===== src/spi_flash_pkg.sv =====
// ~~~~~~~~~~~~~~~~~~~~~~~~~~~~~~
// SPI flash bridge shared types
// Register map, request structs and SPI control word
// ~~~~~~~~~~~~~~~~~~~~~~~~~~~~~~
package spi_flash_pkg;

  // SPI master register offsets
  localparam logic [4:0] REG_RX0_TX0 = 5'h00;
  localparam logic [4:0] REG_RX1_TX1 = 5'h04;
  localparam logic [4:0] REG_CTRL    = 5'h10;
  localparam logic [4:0] REG_DIVIDER = 5'h14;
  localparam logic [4:0] REG_SS      = 5'h18;

  // Standard serial NOR read
  localparam logic [7:0] FLASH_CMD_READ = 8'h03;

  typedef enum logic [1:0] {
    ACC_REG_WRITE,
    ACC_REG_READ,
    ACC_FLASH_READ,
    ACC_ERROR
  } access_kind_e;

  typedef struct packed {
    access_kind_e kind;
    logic [31:0]  addr;
    logic [31:0]  wdata;
    logic [3:0]   strb;
  } apb_req_t;

  typedef struct packed {
    logic        valid;
    logic        write;
    logic [4:0]  offset;
    logic [31:0] wdata;
  } spi_req_t;

  typedef struct packed {
    logic        ack;
    logic [31:0] rdata;
  } spi_rsp_t;

  // Control register layout, char_len of 0 means 64 bits
  typedef struct packed {
    logic [17:0] rsvd_hi;
    logic        ass;
    logic [1:0]  rsvd_b;
    logic        tx_neg;
    logic        rsvd_a;
    logic        go;
    logic        rsvd_c;
    logic [6:0]  char_len;
  } spi_ctrl_fields_t;

  typedef union packed {
    logic [31:0]      raw;
    spi_ctrl_fields_t fields;
  } spi_ctrl_u;

endpackage


===== src/apb_decode.sv =====
// ~~~~~~~~~~~~~~~~~~~~~~~~~~~~~~
// APB access decode
// Classifies by window and direction, captures one access
// ~~~~~~~~~~~~~~~~~~~~~~~~~~~~~~
module apb_decode #(
  parameter logic [31:0] REG_BASE   = 32'h1000_1000,
  parameter logic [31:0] FLASH_BASE = 32'h3000_0000
) (
  input  logic                    clock,
  input  logic                    reset,
  input  logic                    psel_i,
  input  logic                    penable_i,
  input  logic                    pwrite_i,
  input  logic [31:0]             paddr_i,
  input  logic [31:0]             pwdata_i,
  input  logic [3:0]              pstrb_i,
  input  logic                    done_i,
  output spi_flash_pkg::apb_req_t req_o,
  output logic                    req_valid_o
);
  import spi_flash_pkg::*;

  logic         in_reg;
  logic         in_flash;
  logic         capture;
  access_kind_e kind;
  apb_req_t     req_q;
  logic         req_valid_q;
  logic         busy_q;
  logic         done_q;
  logic         in_flight_q;

  // 4 KiB register window, 256 MiB flash window
  assign in_reg   = (paddr_i[31:12] == REG_BASE[31:12]);
  assign in_flash = (paddr_i[31:28] == FLASH_BASE[31:28]);
  assign capture  = psel_i && penable_i && !busy_q;

  always_comb begin
    if (in_reg) begin
      kind = pwrite_i ? ACC_REG_WRITE : ACC_REG_READ;
    end else if (in_flash && !pwrite_i) begin
      kind = ACC_FLASH_READ;
    end else begin
      kind = ACC_ERROR;
    end
  end

  always_ff @(posedge clock) begin
    if (capture) begin
      req_q.kind  <= kind;
      req_q.addr  <= paddr_i;
      req_q.wdata <= pwdata_i;
      req_q.strb  <= pstrb_i;
    end
  end

  // Busy is held through the pready cycle so the same access is not taken twice
  always_ff @(posedge clock or posedge reset) begin
    if (reset) begin
      req_valid_q <= 1'b0;
      busy_q      <= 1'b0;
      done_q      <= 1'b0;
      in_flight_q <= 1'b0;
    end else begin
      req_valid_q <= capture;
      done_q      <= done_i;
      if (capture) begin
        busy_q <= 1'b1;
      end else if (done_q) begin
        busy_q <= 1'b0;
      end
      // Request handed on and its done not yet seen
      if (done_i) begin
        in_flight_q <= 1'b0;
      end else if (req_valid_q) begin
        in_flight_q <= 1'b1;
      end
    end
  end

  assign req_o       = req_q;
  assign req_valid_o = req_valid_q;

  a_no_capture_busy : assert property (
    @(posedge clock) disable iff (reset) req_valid_o |-> !in_flight_q
  ) else $error("new request while previous access in flight");

endmodule


===== src/apb_result.sv =====
// ~~~~~~~~~~~~~~~~~~~~~~~~~~~~~~
// APB response stage
// Read data, pready and pslverr
// ~~~~~~~~~~~~~~~~~~~~~~~~~~~~~~
module apb_result (
  input  logic                        clock,
  input  logic                        reset,
  input  logic                        done_i,
  input  spi_flash_pkg::access_kind_e done_src_i,
  input  logic [31:0]                 done_data_i,
  output logic                        pready_o,
  output logic [31:0]                 prdata_o,
  output logic                        pslverr_o
);
  import spi_flash_pkg::*;

  logic        pready_q;
  logic        pslverr_q;
  logic [31:0] prdata_q;
  logic        has_data;

  assign has_data = (done_src_i == ACC_REG_READ) || (done_src_i == ACC_FLASH_READ);

  always_ff @(posedge clock or posedge reset) begin
    if (reset) begin
      pready_q  <= 1'b0;
      pslverr_q <= 1'b0;
    end else begin
      pready_q  <= done_i;
      pslverr_q <= done_i && done_src_i == ACC_ERROR;
    end
  end

  // Writes and errors return zero
  always_ff @(posedge clock) begin
    if (done_i) begin
      prdata_q <= has_data ? done_data_i : 32'd0;
    end
  end

  assign pready_o  = pready_q;
  assign prdata_o  = prdata_q;
  assign pslverr_o = pslverr_q;

  a_pready_pulse : assert property (
    @(posedge clock) disable iff (reset) pready_o |=> !pready_o
  ) else $error("pready held for more than one cycle");

endmodule


===== src/spi_flash_top.sv =====
// ~~~~~~~~~~~~~~~~~~~~~~~~~~~~~~
// APB to SPI NOR flash bridge
// ~~~~~~~~~~~~~~~~~~~~~~~~~~~~~~
module spi_flash_top #(
  parameter logic [31:0] REG_BASE      = 32'h1000_1000,
  parameter logic [31:0] FLASH_BASE    = 32'h3000_0000,
  parameter int          SS_NUM        = 8,
  parameter logic [31:0] FLASH_DIVIDER = 32'd4
) (
  input  logic              clock,
  input  logic              reset,
  input  logic              psel_i,
  input  logic              penable_i,
  input  logic              pwrite_i,
  input  logic [31:0]       paddr_i,
  input  logic [31:0]       pwdata_i,
  input  logic [3:0]        pstrb_i,
  output logic              pready_o,
  output logic [31:0]       prdata_o,
  output logic              pslverr_o,
  output logic              spi_sck_o,
  output logic [SS_NUM-1:0] spi_ss_o,
  output logic              spi_mosi_o,
  input  logic              spi_miso_i
);
  import spi_flash_pkg::*;

  apb_req_t     dec_req;
  logic         dec_req_valid;
  spi_req_t     spi_req;
  spi_rsp_t     spi_rsp;
  logic         seq_done;
  access_kind_e seq_done_src;
  logic [31:0]  seq_done_data;

  apb_decode #(
    .REG_BASE   (REG_BASE),
    .FLASH_BASE (FLASH_BASE)
  ) u_decode (
    .clock       (clock),
    .reset       (reset),
    .psel_i      (psel_i),
    .penable_i   (penable_i),
    .pwrite_i    (pwrite_i),
    .paddr_i     (paddr_i),
    .pwdata_i    (pwdata_i),
    .pstrb_i     (pstrb_i),
    .done_i      (seq_done),
    .req_o       (dec_req),
    .req_valid_o (dec_req_valid)
  );

  xip_sequencer #(
    .FLASH_BASE    (FLASH_BASE),
    .FLASH_DIVIDER (FLASH_DIVIDER)
  ) u_sequencer (
    .clock       (clock),
    .reset       (reset),
    .req_i       (dec_req),
    .req_valid_i (dec_req_valid),
    .spi_req_o   (spi_req),
    .spi_rsp_i   (spi_rsp),
    .done_o      (seq_done),
    .done_src_o  (seq_done_src),
    .done_data_o (seq_done_data)
  );

  spi_master #(
    .SS_NUM (SS_NUM)
  ) u_spi (
    .clock      (clock),
    .reset      (reset),
    .spi_req_i  (spi_req),
    .spi_rsp_o  (spi_rsp),
    .spi_sck_o  (spi_sck_o),
    .spi_ss_o   (spi_ss_o),
    .spi_mosi_o (spi_mosi_o),
    .spi_miso_i (spi_miso_i)
  );

  apb_result u_result (
    .clock       (clock),
    .reset       (reset),
    .done_i      (seq_done),
    .done_src_i  (seq_done_src),
    .done_data_i (seq_done_data),
    .pready_o    (pready_o),
    .prdata_o    (prdata_o),
    .pslverr_o   (pslverr_o)
  );

endmodule


===== src/spi_master.sv =====
// ~~~~~~~~~~~~~~~~~~~~~~~~~~~~~~
// SPI master, mode 0, MSB first
// Register file and 64-bit shift engine with slave selects
// ~~~~~~~~~~~~~~~~~~~~~~~~~~~~~~
module spi_master #(
  parameter int SS_NUM = 8
) (
  input  logic                    clock,
  input  logic                    reset,
  input  spi_flash_pkg::spi_req_t spi_req_i,
  output spi_flash_pkg::spi_rsp_t spi_rsp_o,
  output logic                    spi_sck_o,
  output logic [SS_NUM-1:0]       spi_ss_o,
  output logic                    spi_mosi_o,
  input  logic                    spi_miso_i
);
  import spi_flash_pkg::*;

  spi_ctrl_u          ctrl_q;
  spi_ctrl_u          ctrl_wr;
  logic [15:0]        divider_q;
  logic [SS_NUM-1:0]  ss_q;
  logic [63:0]        shift_q;
  logic [31:0]        rdata_q;
  logic               ack_q;
  logic               wr;
  logic               rd;
  logic               start;
  logic [6:0]         start_len;
  logic [5:0]         start_idx;
  logic [15:0]        div_cnt_q;
  logic [6:0]         bit_cnt_q;
  logic [6:0]         bit_cnt_m1;
  logic [5:0]         bit_idx;
  logic [5:0]         nxt_idx;
  logic               sck_q;
  logic               mosi_q;
  logic               engine_on;
  logic               tick;
  logic               rise;
  logic               last_bit;

  // ~~~~~~~~~~~~~~~~~~~~~~~~~~~~~~
  // Bus side
  // ~~~~~~~~~~~~~~~~~~~~~~~~~~~~~~
  assign wr = spi_req_i.valid && spi_req_i.write && !ack_q;
  assign rd = spi_req_i.valid && !spi_req_i.write && !ack_q;
  assign ctrl_wr.raw = spi_req_i.wdata;
  assign start = wr && spi_req_i.offset == REG_CTRL && ctrl_wr.fields.go;
  assign start_len = (ctrl_wr.fields.char_len == 7'd0) ? 7'd64 : ctrl_wr.fields.char_len;
  assign start_idx = 6'(start_len - 7'd1);

  always_ff @(posedge clock or posedge reset) begin
    if (reset) begin
      ack_q     <= 1'b0;
      ctrl_q    <= '0;
      divider_q <= '0;
      ss_q      <= '0;
    end else begin
      ack_q <= spi_req_i.valid && !ack_q;
      if (wr) begin
        case (spi_req_i.offset)
          REG_CTRL:    ctrl_q.raw <= spi_req_i.wdata;
          REG_DIVIDER: divider_q  <= spi_req_i.wdata[15:0];
          REG_SS:      ss_q       <= spi_req_i.wdata[SS_NUM-1:0];
          default:     ;
        endcase
      end
      // Go drops with the last sampled bit
      if (last_bit) begin
        ctrl_q.fields.go <= 1'b0;
      end
    end
  end

  always_ff @(posedge clock) begin
    if (rd) begin
      case (spi_req_i.offset)
        REG_RX0_TX0: rdata_q <= shift_q[31:0];
        REG_RX1_TX1: rdata_q <= shift_q[63:32];
        REG_CTRL:    rdata_q <= ctrl_q.raw;
        REG_DIVIDER: rdata_q <= 32'(divider_q);
        REG_SS:      rdata_q <= 32'(ss_q);
        default:     rdata_q <= '0;
      endcase
    end
  end

  // Received bits land where the sent bit was
  always_ff @(posedge clock) begin
    if (wr && spi_req_i.offset == REG_RX0_TX0) begin
      shift_q[31:0] <= spi_req_i.wdata;
    end else if (wr && spi_req_i.offset == REG_RX1_TX1) begin
      shift_q[63:32] <= spi_req_i.wdata;
    end else if (rise) begin
      shift_q[bit_idx] <= spi_miso_i;
    end
  end

  // ~~~~~~~~~~~~~~~~~~~~~~~~~~~~~~
  // Shift engine
  // ~~~~~~~~~~~~~~~~~~~~~~~~~~~~~~
  // Keeps running after go drops until sck is back low
  assign engine_on  = ctrl_q.fields.go || sck_q;
  assign tick       = engine_on && div_cnt_q == 16'd0;
  assign rise       = tick && !sck_q;
  assign last_bit   = rise && bit_cnt_q == 7'd1;
  assign bit_cnt_m1 = bit_cnt_q - 7'd1;
  assign bit_idx    = bit_cnt_m1[5:0];
  assign nxt_idx    = bit_idx - 6'd1;

  always_ff @(posedge clock or posedge reset) begin
    if (reset) begin
      sck_q     <= 1'b0;
      mosi_q    <= 1'b0;
      div_cnt_q <= '0;
      bit_cnt_q <= '0;
    end else if (start) begin
      sck_q     <= 1'b0;
      div_cnt_q <= divider_q;
      bit_cnt_q <= start_len;
      mosi_q    <= shift_q[start_idx];
    end else if (engine_on) begin
      if (div_cnt_q != 16'd0) begin
        div_cnt_q <= div_cnt_q - 16'd1;
      end else begin
        div_cnt_q <= divider_q;
        sck_q     <= ~sck_q;
        if (rise) begin
          bit_cnt_q <= bit_cnt_m1;
          if (!ctrl_q.fields.tx_neg && bit_cnt_q > 7'd1) begin
            mosi_q <= shift_q[nxt_idx];
          end
        end else if (ctrl_q.fields.tx_neg && ctrl_q.fields.go) begin
          mosi_q <= shift_q[bit_idx];
        end
      end
    end
  end

  // Automatic select only drives ss during a transfer
  assign spi_ss_o = ~(ss_q & {SS_NUM{!ctrl_q.fields.ass || ctrl_q.fields.go}});
  assign spi_sck_o  = sck_q;
  assign spi_mosi_o = mosi_q;
  assign spi_rsp_o.ack   = ack_q;
  assign spi_rsp_o.rdata = rdata_q;

  a_no_tx_write_busy : assert property (
    @(posedge clock) disable iff (reset)
    wr && (spi_req_i.offset == REG_RX0_TX0 || spi_req_i.offset == REG_RX1_TX1)
      |-> !ctrl_q.fields.go
  ) else $error("shift register written during transfer");

endmodule


===== src/xip_sequencer.sv =====
// ~~~~~~~~~~~~~~~~~~~~~~~~~~~~~~
// Execute-in-place sequencer
// Register pass-through or full flash read on the SPI master
// ~~~~~~~~~~~~~~~~~~~~~~~~~~~~~~
module xip_sequencer #(
  parameter logic [31:0] FLASH_BASE    = 32'h3000_0000,
  parameter logic [31:0] FLASH_DIVIDER = 32'd4
) (
  input  logic                        clock,
  input  logic                        reset,
  input  spi_flash_pkg::apb_req_t     req_i,
  input  logic                        req_valid_i,
  output spi_flash_pkg::spi_req_t     spi_req_o,
  input  spi_flash_pkg::spi_rsp_t     spi_rsp_i,
  output logic                        done_o,
  output spi_flash_pkg::access_kind_e done_src_o,
  output logic [31:0]                 done_data_o
);
  import spi_flash_pkg::*;

  typedef enum logic [3:0] {
    S_IDLE,
    S_REG,
    S_DIV,
    S_CTRL,
    S_TX1,
    S_TX0,
    S_SS_ON,
    S_GO,
    S_POLL,
    S_SS_OFF,
    S_RX0
  } step_e;

  step_e     state_q;
  step_e     next_step;
  spi_req_t  spi_req_q;
  spi_ctrl_u poll_ctrl;
  logic      skip_write;

  // One SPI master access per step
  function automatic spi_req_t build_req(input step_e step, input apb_req_t req);
    spi_ctrl_u   ctrl;
    logic [31:0] flash_off;
    spi_req_t    r;
    ctrl = '0;
    ctrl.fields.char_len = 7'd64;
    ctrl.fields.tx_neg = 1'b1;
    flash_off = req.addr - FLASH_BASE;
    r = '0;
    r.valid = 1'b1;
    r.write = 1'b1;
    case (step)
      S_REG: begin
        r.write  = (req.kind == ACC_REG_WRITE);
        r.offset = req.addr[4:0];
        r.wdata  = req.wdata;
      end
      S_DIV: begin
        r.offset = REG_DIVIDER;
        r.wdata  = FLASH_DIVIDER;
      end
      S_CTRL: begin
        r.offset = REG_CTRL;
        r.wdata  = ctrl.raw;
      end
      S_TX1: begin
        r.offset = REG_RX1_TX1;
        r.wdata  = {FLASH_CMD_READ, flash_off[23:0]};
      end
      S_TX0:    r.offset = REG_RX0_TX0;
      S_SS_ON: begin
        r.offset = REG_SS;
        r.wdata  = 32'd1;
      end
      S_GO: begin
        ctrl.fields.go = 1'b1;
        r.offset = REG_CTRL;
        r.wdata  = ctrl.raw;
      end
      S_POLL: begin
        r.write  = 1'b0;
        r.offset = REG_CTRL;
      end
      S_SS_OFF: r.offset = REG_SS;
      S_RX0: begin
        r.write  = 1'b0;
        r.offset = REG_RX0_TX0;
      end
      default:  r.valid = 1'b0;
    endcase
    return r;
  endfunction

  assign poll_ctrl.raw = spi_rsp_i.rdata;

  always_comb begin
    case (state_q)
      S_DIV:    next_step = S_CTRL;
      S_CTRL:   next_step = S_TX1;
      S_TX1:    next_step = S_TX0;
      S_TX0:    next_step = S_SS_ON;
      S_SS_ON:  next_step = S_GO;
      S_GO:     next_step = S_POLL;
      S_POLL:   next_step = poll_ctrl.fields.go ? S_POLL : S_SS_OFF;
      S_SS_OFF: next_step = S_RX0;
      default:  next_step = S_IDLE;
    endcase
  end

  // A register write with no byte strobes touches nothing
  assign skip_write = (req_i.kind == ACC_REG_WRITE) && (req_i.strb == 4'b0000);

  always_ff @(posedge clock or posedge reset) begin
    if (reset) begin
      state_q   <= S_IDLE;
      spi_req_q <= '0;
    end else if (state_q == S_IDLE) begin
      if (req_valid_i && req_i.kind == ACC_FLASH_READ) begin
        state_q   <= S_DIV;
        spi_req_q <= build_req(S_DIV, req_i);
      end else if (req_valid_i && req_i.kind != ACC_ERROR && !skip_write) begin
        state_q   <= S_REG;
        spi_req_q <= build_req(S_REG, req_i);
      end
    end else if (spi_req_q.valid) begin
      if (spi_rsp_i.ack) begin
        spi_req_q.valid <= 1'b0;
        state_q         <= next_step;
      end
    end else begin
      spi_req_q <= build_req(state_q, req_i);
    end
  end

  assign done_o = (state_q == S_IDLE && req_valid_i && (req_i.kind == ACC_ERROR || skip_write))
               || ((state_q == S_REG || state_q == S_RX0) && spi_rsp_i.ack);
  assign done_src_o  = req_i.kind;
  assign done_data_o = spi_rsp_i.rdata;
  assign spi_req_o   = spi_req_q;

  a_req_hold : assert property (
    @(posedge clock) disable iff (reset)
    spi_req_o.valid && !spi_rsp_i.ack |=> spi_req_o.valid && $stable(spi_req_o)
  ) else $error("SPI request changed before ack");

endmodule

===== config.mk =====
export PLATFORM = sky130hd
export DESIGN_NAME = spi_flash_top
export DESIGN_NICKNAME = d
export VERILOG_FILES = /design/src/spi_flash_pkg.sv /design/src/apb_decode.sv /design/src/apb_result.sv /design/src/spi_flash_top.sv /design/src/spi_master.sv /design/src/xip_sequencer.sv
export SDC_FILE = /design/constraint.sdc
export NUM_CORES = 1
export LEC_CHECK = 0
export ABC_CLOCK_PERIOD_IN_PS = 12210
export BUFFER_PORTS_ARGS = -buffer_cell sky130_fd_sc_hd__buf_2
export CORE_UTILIZATION = 50
export CTS_CLUSTER_SIZE = 30
export DETAILED_ROUTE_END_ITERATION = 7
export PLACE_DENSITY = 0.68
export REMOVE_ABC_BUFFERS = 1
export SYNTH_ARGS = -nofsm -noshare
export SYNTH_HDL_FRONTEND = slang
export SYNTH_SLANG_ARGS = --single-unit
export TNS_END_PERCENT = 5

===== constraint.sdc =====
create_clock -name clock -period 12.21 [get_ports clock]
set_input_delay 0.6105 -clock clock [delete_from_list [all_inputs] [get_ports clock]]
set_output_delay 0.6105 -clock clock [all_outputs]
set_load 0.1 [all_outputs]

# After elaboration in Yosys (flattened, before gate mapping)
# Index checks and enable logic that the tools add are counted.
# word_totals
in_bits	74
out_inout_bits	44
wordCells	194
regBits	319
# classes
n_bitwise	4
n_mux	56
add_sub_neg	5
n_eq_ne	26
n_lt_le_gt_ge	5
reduce_logical	72
# ops
cell	n
32-bit case mux with 6 select lines	1
32-bit case mux with 5 select lines	1
39-bit two-way mux	3
32-bit two-way mux	3
64-bit bitwise mux	1
64-bit two-way mux	1
16-bit two-way mux	3
38-bit two-way mux	1
7-bit two-way mux	5
4-bit case mux with 8 select lines	1
1-bit logical AND	26
5-bit case mux with 5 select lines	1
24-bit by 1-bit subtractor with 24-bit output (second input constant)	1
1-bit two-way mux	22
6-bit by 7-bit < comparator with 1-bit output (second input constant)	3
20-bit by 17-bit equality test with 1-bit output (second input constant)	1
4-bit two-way mux	5
1-bit binary-select mux with 6-bit select	3
9-bit two-way mux	2
2-bit nonzero test	9
4-bit by 3-bit equality test with 1-bit output (second input constant)	4
16-bit zero test	1
2-bit AND reduction	8
16-bit nonzero test	1
35 further kinds	61

# Longest topological paths before layout
# Gate-level depths: netlist (run 1).
# logic_depth
ltp_word	9
mapped_depth	13
depth_no_buf	10

# By module
# A second synthesis (run 1) with hierarchy kept.
# unflattened
cells_unflattened	1469
area_unflattened_um2	17067.6
# by_module_without_submodules
module	area_each_um2	instances	seq_area_each_um2	cells_per_inst
spi_master	10899.2	1	4934.7	1036
xip_sequencer	2598.7	1	1076.0	273
apb_decode	2280.9	1	2177.1	88
apb_result	1288.7	1	1011.0	72

# Least setup slack after synthesis (run 1)
# Ideal clock, no wire load.
# synth_path
kind	register to register
start	register u_sequencer.state_q[1]
end	register u_result.prdata_q[0] (netlist: u_result.prdata_o[0]) (enable)
t_arrival_ps	3442
slack_ps	8293
path_buffers	1
stages_incl_launch_ff	6
setup_time_ps	476
period_less_slack_ps	3917
t_required_ps	11734
path_cell_list	dfrtp_1 clkbuf_1 nand2_1 nor2_1 a21oi_1 o32ai_1
# synth_between
elab_chain_cells	4
elab_cells_between_ends	8
cone_classes	eq/ne (2); reduce/logical (6)
# synth_rtl
item	line_no	text
start: declaration	xip_sequencer.sv:35	step_e state_q;
start signal: assignment	xip_sequencer.sv:129	state_q <= next_step;
4-bit by 1-bit equality test with 1-bit output (tied with other cells)	xip_sequencer.sv:137	|| ((state_q == S_REG || state_q == S_RX0) && spi_rsp_i.ack);
1-bit logical OR or 1-bit logical AND (tied branches)	xip_sequencer.sv:137, xip_sequencer.sv:136	
1-bit logical AND, on equally long branches	xip_sequencer.sv:137, xip_sequencer.sv:136	
1-bit logical OR (*)	xip_sequencer.sv:137	
via seq_done	spi_flash_top.sv:32	logic seq_done;
end signal: assignment	apb_result.sv:37	prdata_q <= has_data ? done_data_i : 32'd0;
end: declaration	apb_result.sv:19	logic [31:0] prdata_q;
# Mark *: on every way through the listed nets, which the timed path passes. The rest lies on a longest branch.
# A chain may end at the register's enable or synchronous reset.

# Final worst setup path (run 1)
# layout_path
start	register u_sequencer.spi_req_q, in the netlist u_sequencer.spi_req_o[32]
end	register u_spi.div_cnt_q[14]
# layout_between
elab_chain_cells	4
elab_cells_between_ends	5
cone_classes	eq/ne (1); mux (1); reduce/logical (3)
# layout_rtl
item	line_no	text
start: declaration	xip_sequencer.sv:37	spi_req_t spi_req_q;
start signal: assignment	xip_sequencer.sv:121	spi_req_q <= build_req(S_DIV, req_i);
start signal: assignment	xip_sequencer.sv:124	spi_req_q <= build_req(S_REG, req_i);
start signal: assignment	xip_sequencer.sv:132	spi_req_q <= build_req(state_q, req_i);
5-bit equality test (*)	spi_master.sv:49	assign start = wr && spi_req_i.offset == REG_CTRL && ctrl_wr.fields.go;
1-bit logical AND (*) (2 in a row)	spi_master.sv:49	
16-bit two-way mux or 2-bit nonzero test (tied branches)	n/a	
end signal: assignment	spi_master.sv:120	div_cnt_q <= divider_q;
end signal: assignment	spi_master.sv:125	div_cnt_q <= div_cnt_q - 16'd1;
end signal: assignment	spi_master.sv:127	div_cnt_q <= divider_q;
end: declaration	spi_master.sv:31	logic [15:0] div_cnt_q;
# Every way passes the cells marked *; elsewhere a longest branch is shown, timed or not.

==> flow_summary.json, run 1 <==
{
  "yosysWarnings": 0,
  "syn_area_mm2": 0.01646,
  "wire_per_inst_um": 23.44,
  "layout_common_cells": "edfxtp_1, nand2_1, nor2_1",
  "hold_viol": 0,
  "drive_gt1_share_pct": 21.61,
  "n_antenna_cell": 0,
  "path_buf_inv": 1,
  "layout.cells.non_filler": 1974,
  "setup_violations": 0,
  "synth-xor-area-share_pct": 1.452,
  "h-tree-depth": 2,
  "synthAdderAreaFrac_pct": 0.6840,
  "routed-via-count": 12440,
  "finalCriticalPeriod_ns": 4.264,
  "root_buffer": "clkbuf_16",
  "final_util_pct": 57.44,
  "io_buffers": 117,
  "detail_route.first_pass.iterations": 5,
  "grt_overflow": 0,
  "synth_top_family_by_area": "compound AO/OA/AOI/OAI gates",
  "worst_hold_slack_ns": 0.2190,
  "clk_pin_slew_ns": 0.06,
  "worst-path-max-fanout": 34,
  "syn_inst": 1437,
  "gp_congestion": 0.9675,
  "nets": 1587,
  "hpwl_um": 32400,
  "antenna_found_initial": 0,
  "pin_count": 118,
  "design_area_mm2": 0.01864,
  "drt_iter0_markers": 1447,
  "path_class": "reg -> reg",
  "outcome": "finished clean",
  "totalNegativeSetupSlack_ns": 0,
  "worst_ir_drop_vdd_mv": 0.1372,
  "core-area_mm2": 0.03245,
  "maxCapViolCount": 0,
  "cp_common_cell": "o21ai_0",
  "synth_compound_area_share_pct": 14.20,
  "finalCritPeriodShare_pct": 34.92,
  "ctsResizeCount": 0,
  "grt_pass1_wl_um": 70670,
  "rsz0062_at_grt": "no",
  "die_area_mm2": 0.03366,
  "worst_skew_pair.late_latency_ns": 0.54,
  "placed_cells": 1908,
  "yosys.area_share.simple_pct": 12.45,
  "postCtsSetupRepairBufs": 0,
  "required_ns": 12.56,
  "start_util_pct": 50.73,
  "ys_types": 68,
  "die_w_um": 183.5,
  "power_density_mw_per_mm2": 281.8,
  "wirelength_um": 46270,
  "clock_sinks": 319,
  "finClkSkew_ns": 0.02317,
  "cp_cell_sequence": "nor3_2, nand3_1, nor3b_4, buf_4, and2_0, or3_1, o21ai_0, nand2_1, o21ai_0",
  "synth_area_per_cell_um2": 11.46,
  "grt_max_degree": 77,
  "ys_ff_latch": 319,
  "crit_slowest_cell": "nor3_2",
  "endpoint_kind": "flip-flop",
  "viasPerCell": 6.300,
  "synth_top_flop_cell": "edfxtp_1",
  "ant_nets": 0,
  "clockBufferDepth": 3,
  "fmax_mhz": 234.5,
  "holdBufCountCts": 0,
  "synth_mux_area_share_pct": 13.72,
  "final_common_cell": "edfxtp_1",
  "p_leak_nw": 7.084,
  "synth-edff-count": 190,
  "area_growth_pct": 13.24,
  "cts_tree": "done",
  "cp_top_family": "simple AND/OR/NAND/NOR gates",
  "die_y_um": 183.5,
  "grt_usage_pct": 28.05,
  "drc_errors": 0,
  "cts_buffers": 36,
  "hold_path_class": "in -> async",
  "startpoint_type": "flip-flop",
  "fillers": 2738,
  "slowest_delay_ns": 0.85,
  "worst_pin_slew_ns": 1.306,
  "slew_viol_final": 0,
  "synthArstFlopShare_pct": 40.44,
  "slew-limit-headroom_pct": 12.63,
  "ys_seq_area_share_pct": 54.26,
  "place_area_mm2": 0.01733,
  "grt_pass1_vias": 11630,
  "rows": 66,
  "arrival_ns": 4.61
}
## final timing paths
path	start	endpoint	slack, ns	cells after the start
max	u_sequencer.spi_req_o[32]	u_spi.div_cnt_q[14]	7.95	9
min	reset	u_spi.div_cnt_q[11]	0.22	2
max reg2reg	u_sequencer.spi_req_o[32]	u_spi.div_cnt_q[14]	7.95	9
min reg2reg	u_result.pready_o	u_decode.busy_q	0.45	1
max in group asynchronous	reset	u_spi.ctrl_q[18]	10.49	3
min in group clock	pwdata_i[18]	u_decode.req_o[22]	0.25	1
## flip-flops by register name (all words and copies together), names as in the netlist
register               flops
u_decode.busy_q            1
u_decode.req_o            62
u_decode.req_valid_o       1
u_result.prdata_o         32
u_result.pready_o          1
u_result.pslverr_o         1
u_sequencer.spi_req_o     39
u_sequencer.state_q        4
u_spi.ack_q                1
u_spi.bit_cnt_q            7
u_spi.ctrl_q              32
u_spi.div_cnt_q           16
u_spi.divider_q           16
u_spi.rdata_q             32
u_spi.shift_q             64
u_spi.spi_mosi_o           1
u_spi.spi_sck_o            1
u_spi.ss_q                 8
## per-stage QoR
step / total power, mW / worst slack (ns)
after floorplan: 3.356 / 7.781
after global placement: 4.010 / 8.119
after detailed placement: 4.044 / 7.927
after CTS: 5.235 / 7.931
after global routing: 5.521 / 7.556
final: 5.254 / 7.946
## Yosys cell counts, types with 16 or more instances
| cell | number | area [um2] |
|---|---|---|
| edfxtp_1 | 190 | 5705 |
| nand2_1 | 152 | 570.6 |
| nor2_1 | 130 | 488.0 |
| dfrtp_1 | 129 | 3228 |
| o21ai_0 | 123 | 615.6 |
| a21oi_1 | 90 | 450.4 |
| clkbuf_1 | 64 | 240.2 |
| mux2_2 | 61 | 686.9 |
| mux4_2 | 52 | 1171 |
| a22o_1 | 46 | 402.9 |
| and2_1 | 46 | 287.8 |
| mux2i_1 | 40 | 400.4 |
| buf_2 | 32 | 160.2 |
| nor3_1 | 24 | 120.1 |
| nand3_1 | 23 | 115.1 |
| a22oi_1 | 22 | 165.2 |
| o41ai_1 | 17 | 148.9 |
| inv_1 | 16 | 60.06 |
## area by class of cell
| class | count | area [um2] | share of cell area, % |
|---|---|---|---|
| flip-flops and latches | 319 | 8935 | 47.93 |
| multi-input cells | 994 | 7053 | 37.83 |
| clock buffers | 46 | 1011 | 5.423 |
| repair buffers | 136 | 728.2 | 3.906 |
| well taps | 442 | 553.0 | 2.966 |
| clock inverters | 20 | 296.5 | 1.591 |
| inverters | 17 | 66.31 | 0.3557 |
## report_power, final
group          leakage (nW)  switching, mW  total, mW  internal (mW)
Combinational          3.01           1.54       2.35          0.803
Sequential             3.44          0.266       1.73           1.46
Clock                 0.637          0.446       1.18          0.737
Total                  7.08           2.25       5.25           3.00
## layer usage
layer  global-route usage (%)  up-vias  routed length [um]
met2                    42.80      664               20850
met1                    40.63     6120               19400
met5                        0        -                   0
met3                    4.635      119                4351
li1                         -     5534                   -
met4                    9.933        0                1673
## kinds of logic after synthesis
family | count (synthesis)
AO/OA/AOI/OAI | 369
XOR/XNOR | 23
adder cells (fa/ha/maj) | 9
buffers and inverters | 124
flip-flops | 319
multiplexers | 153
AND/OR/NAND/NOR | 440
(Power assumes the default switching activity.)
==> inputs of run 2 (changes only) <==
Settings changed: ABC_CLOCK_PERIOD_IN_PS 12210 to 3900, PLACE_DENSITY 0.68 to 0.71.
Clock period 12.21 ns to 3.9 ns, I/O delays scaled along.
==> flow_summary.json, run 2 (synthesized netlist as in run 1, its figures left out) <==
{
  "pre_cts_ws_ns": 0.1176,
  "wire_per_inst_um": 22.82,
  "detail_route.first_pass.iterations": 7,
  "fmax_mhz": 277.4,
  "path_class": "reg -> reg",
  "area_growth_pct": 17.53,
  "rows": 66,
  "finalCritPeriodShare_pct": 92.45,
  "slew-limit-headroom_pct": 19.12,
  "nets": 1679,
  "grt_pass1_vias": 12310,
  "final_util_pct": 59.62,
  "finClkSkew_ns": 0.02017,
  "p_leak_nw": 7.424,
  "place_area_mm2": 0.01758,
  "routed-via-count": 12890,
  "drc_errors": 0,
  "largest_register_ffs": 64,
  "cts_buffers": 35,
  "rsz0062_at_grt": "no",
  "cts_tree": "done",
  "placed_cells": 1938,
  "layout.cells.non_filler": 2064,
  "cp_cell_sequence": "inv_1, ha_1, nor3b_2, a21o_1, buf_4, mux4_2, a21o_1, a211oi_1, o21ai_0, nand4_1, o211ai_1",
  "antenna_found_initial": 1,
  "worst-path-max-fanout": 9,
  "setup_violations": 0,
  "die_area_mm2": 0.03366,
  "grt_usage_pct": 28.26,
  "wirelength_um": 47110,
  "power_mw": 16.38,
  "ant_nets": 0,
  "io_buffers": 117,
  "endpoint_kind": "flip-flop",
  "worst_pin_slew_ns": 1.209,
  "worst_skew_pair.late_latency_ns": 0.53,
  "totalNegativeSetupSlack_ns": 0,
  "layout_common_cells": "edfxtp_1, nand2_1, nor2_1",
  "cp_common_cell": "a21o_1",
  "die_y_um": 183.5,
  "crit_slowest_cell": "a21o_1",
  "die_w_um": 183.5,
  "outcome": "finished clean",
  "drt_iter0_markers": 1428,
  "startpoint_type": "flip-flop",
  "slowest_delay_ns": 0.50,
  "hpwl_um": 32410,
  "hold_path_class": "in -> reg",
  "grt_overflow": 0,
  "hold_viol": 0,
  "grt_max_degree": 68,
  "slew_viol_final": 0,
  "start_util_pct": 50.73,
  "grt_pass1_wl_um": 71540,
  "finalCriticalPeriod_ns": 3.605,
  "arrival_ns": 4.01,
  "required_ns": 4.31,
  "viasPerCell": 6.244,
  "regMostFlops": "u_spi.shift_q",
  "clockBufferDepth": 3,
  "drive_gt1_share_pct": 21.59,
  "h-tree-depth": 2,
  "power_density_mw_per_mm2": 846.8,
  "gp_congestion": 0.9855,
  "design_area_mm2": 0.01935,
  "pin_count": 118,
  "clock_sinks": 319,
  "final_common_cell": "edfxtp_1",
  "layout_setup_ws_ns": 0.2946,
  "worst_hold_slack_ns": 0.005313,
  "core-area_mm2": 0.03245,
  "root_buffer": "clkbuf_16",
  "maxCapViolCount": 0,
  "worst_ir_drop_vdd_mv": 0.4388,
  "clk_pin_slew_ns": 0.07
}
-- run 2: repair_timing --
item,CTS,global route
setup buffers,0,0
hold buffers,63,0
setup endpoints to repair,0,1
gates resized for setup,0,1
hold endpoints to repair,127,0
-- run 2: layer usage --
metal  GRT usage, %  routed length [um]
met1          38.45               18760
met2          44.24               21540
met3          6.735                5259
met4          10.23                1544
met5              0                   0
-- run 2: layout make-up --
class,count,area [um2]
timing repair buffer,229,1609
inverter,17,66.31
sequential,319,8935
fill,2564,13110
tap,442,553.0
clock inverter,16,185.2
antenna,1,2.502
clock buffer,46,947.2
multi-input combinational,994,7051
-- run 2: path summary, 6_finish.rpt --
path	startpoint	to	slack, ns	cells past startpoint
min in group asynchronous	reset	u_spi.div_cnt_q[9]	0.39	3
worst min register to register	u_result.pready_o	u_decode.busy_q	0.46	1
worst max-delay path	u_sequencer.spi_req_o[0]	u_spi.spi_mosi_o	0.29	11
max in group asynchronous	reset	u_spi.bit_cnt_q[3]	2.53	4
worst max register to register	u_sequencer.spi_req_o[0]	u_spi.spi_mosi_o	0.29	11
worst min-delay path	penable_i	u_decode.busy_q	0.005	3
-- run 2: critical path, delay by kind of cell, from the launching register on --
kind            cells  cell delay (ns)
simple gates        2             0.48
fa+ha+maj           1             0.22
mux                 1             0.33
flops               1             0.48
compound gates      5             1.31
buf+inv             2             0.67
-- run 2: where the power goes --
group | leakage (nW) | internal, mW | switching (mW)
registers | 3.44 | 4.57 | 0.817
clock network | 0.556 | 1.98 | 1.34
logic | 3.43 | 2.77 | 4.91
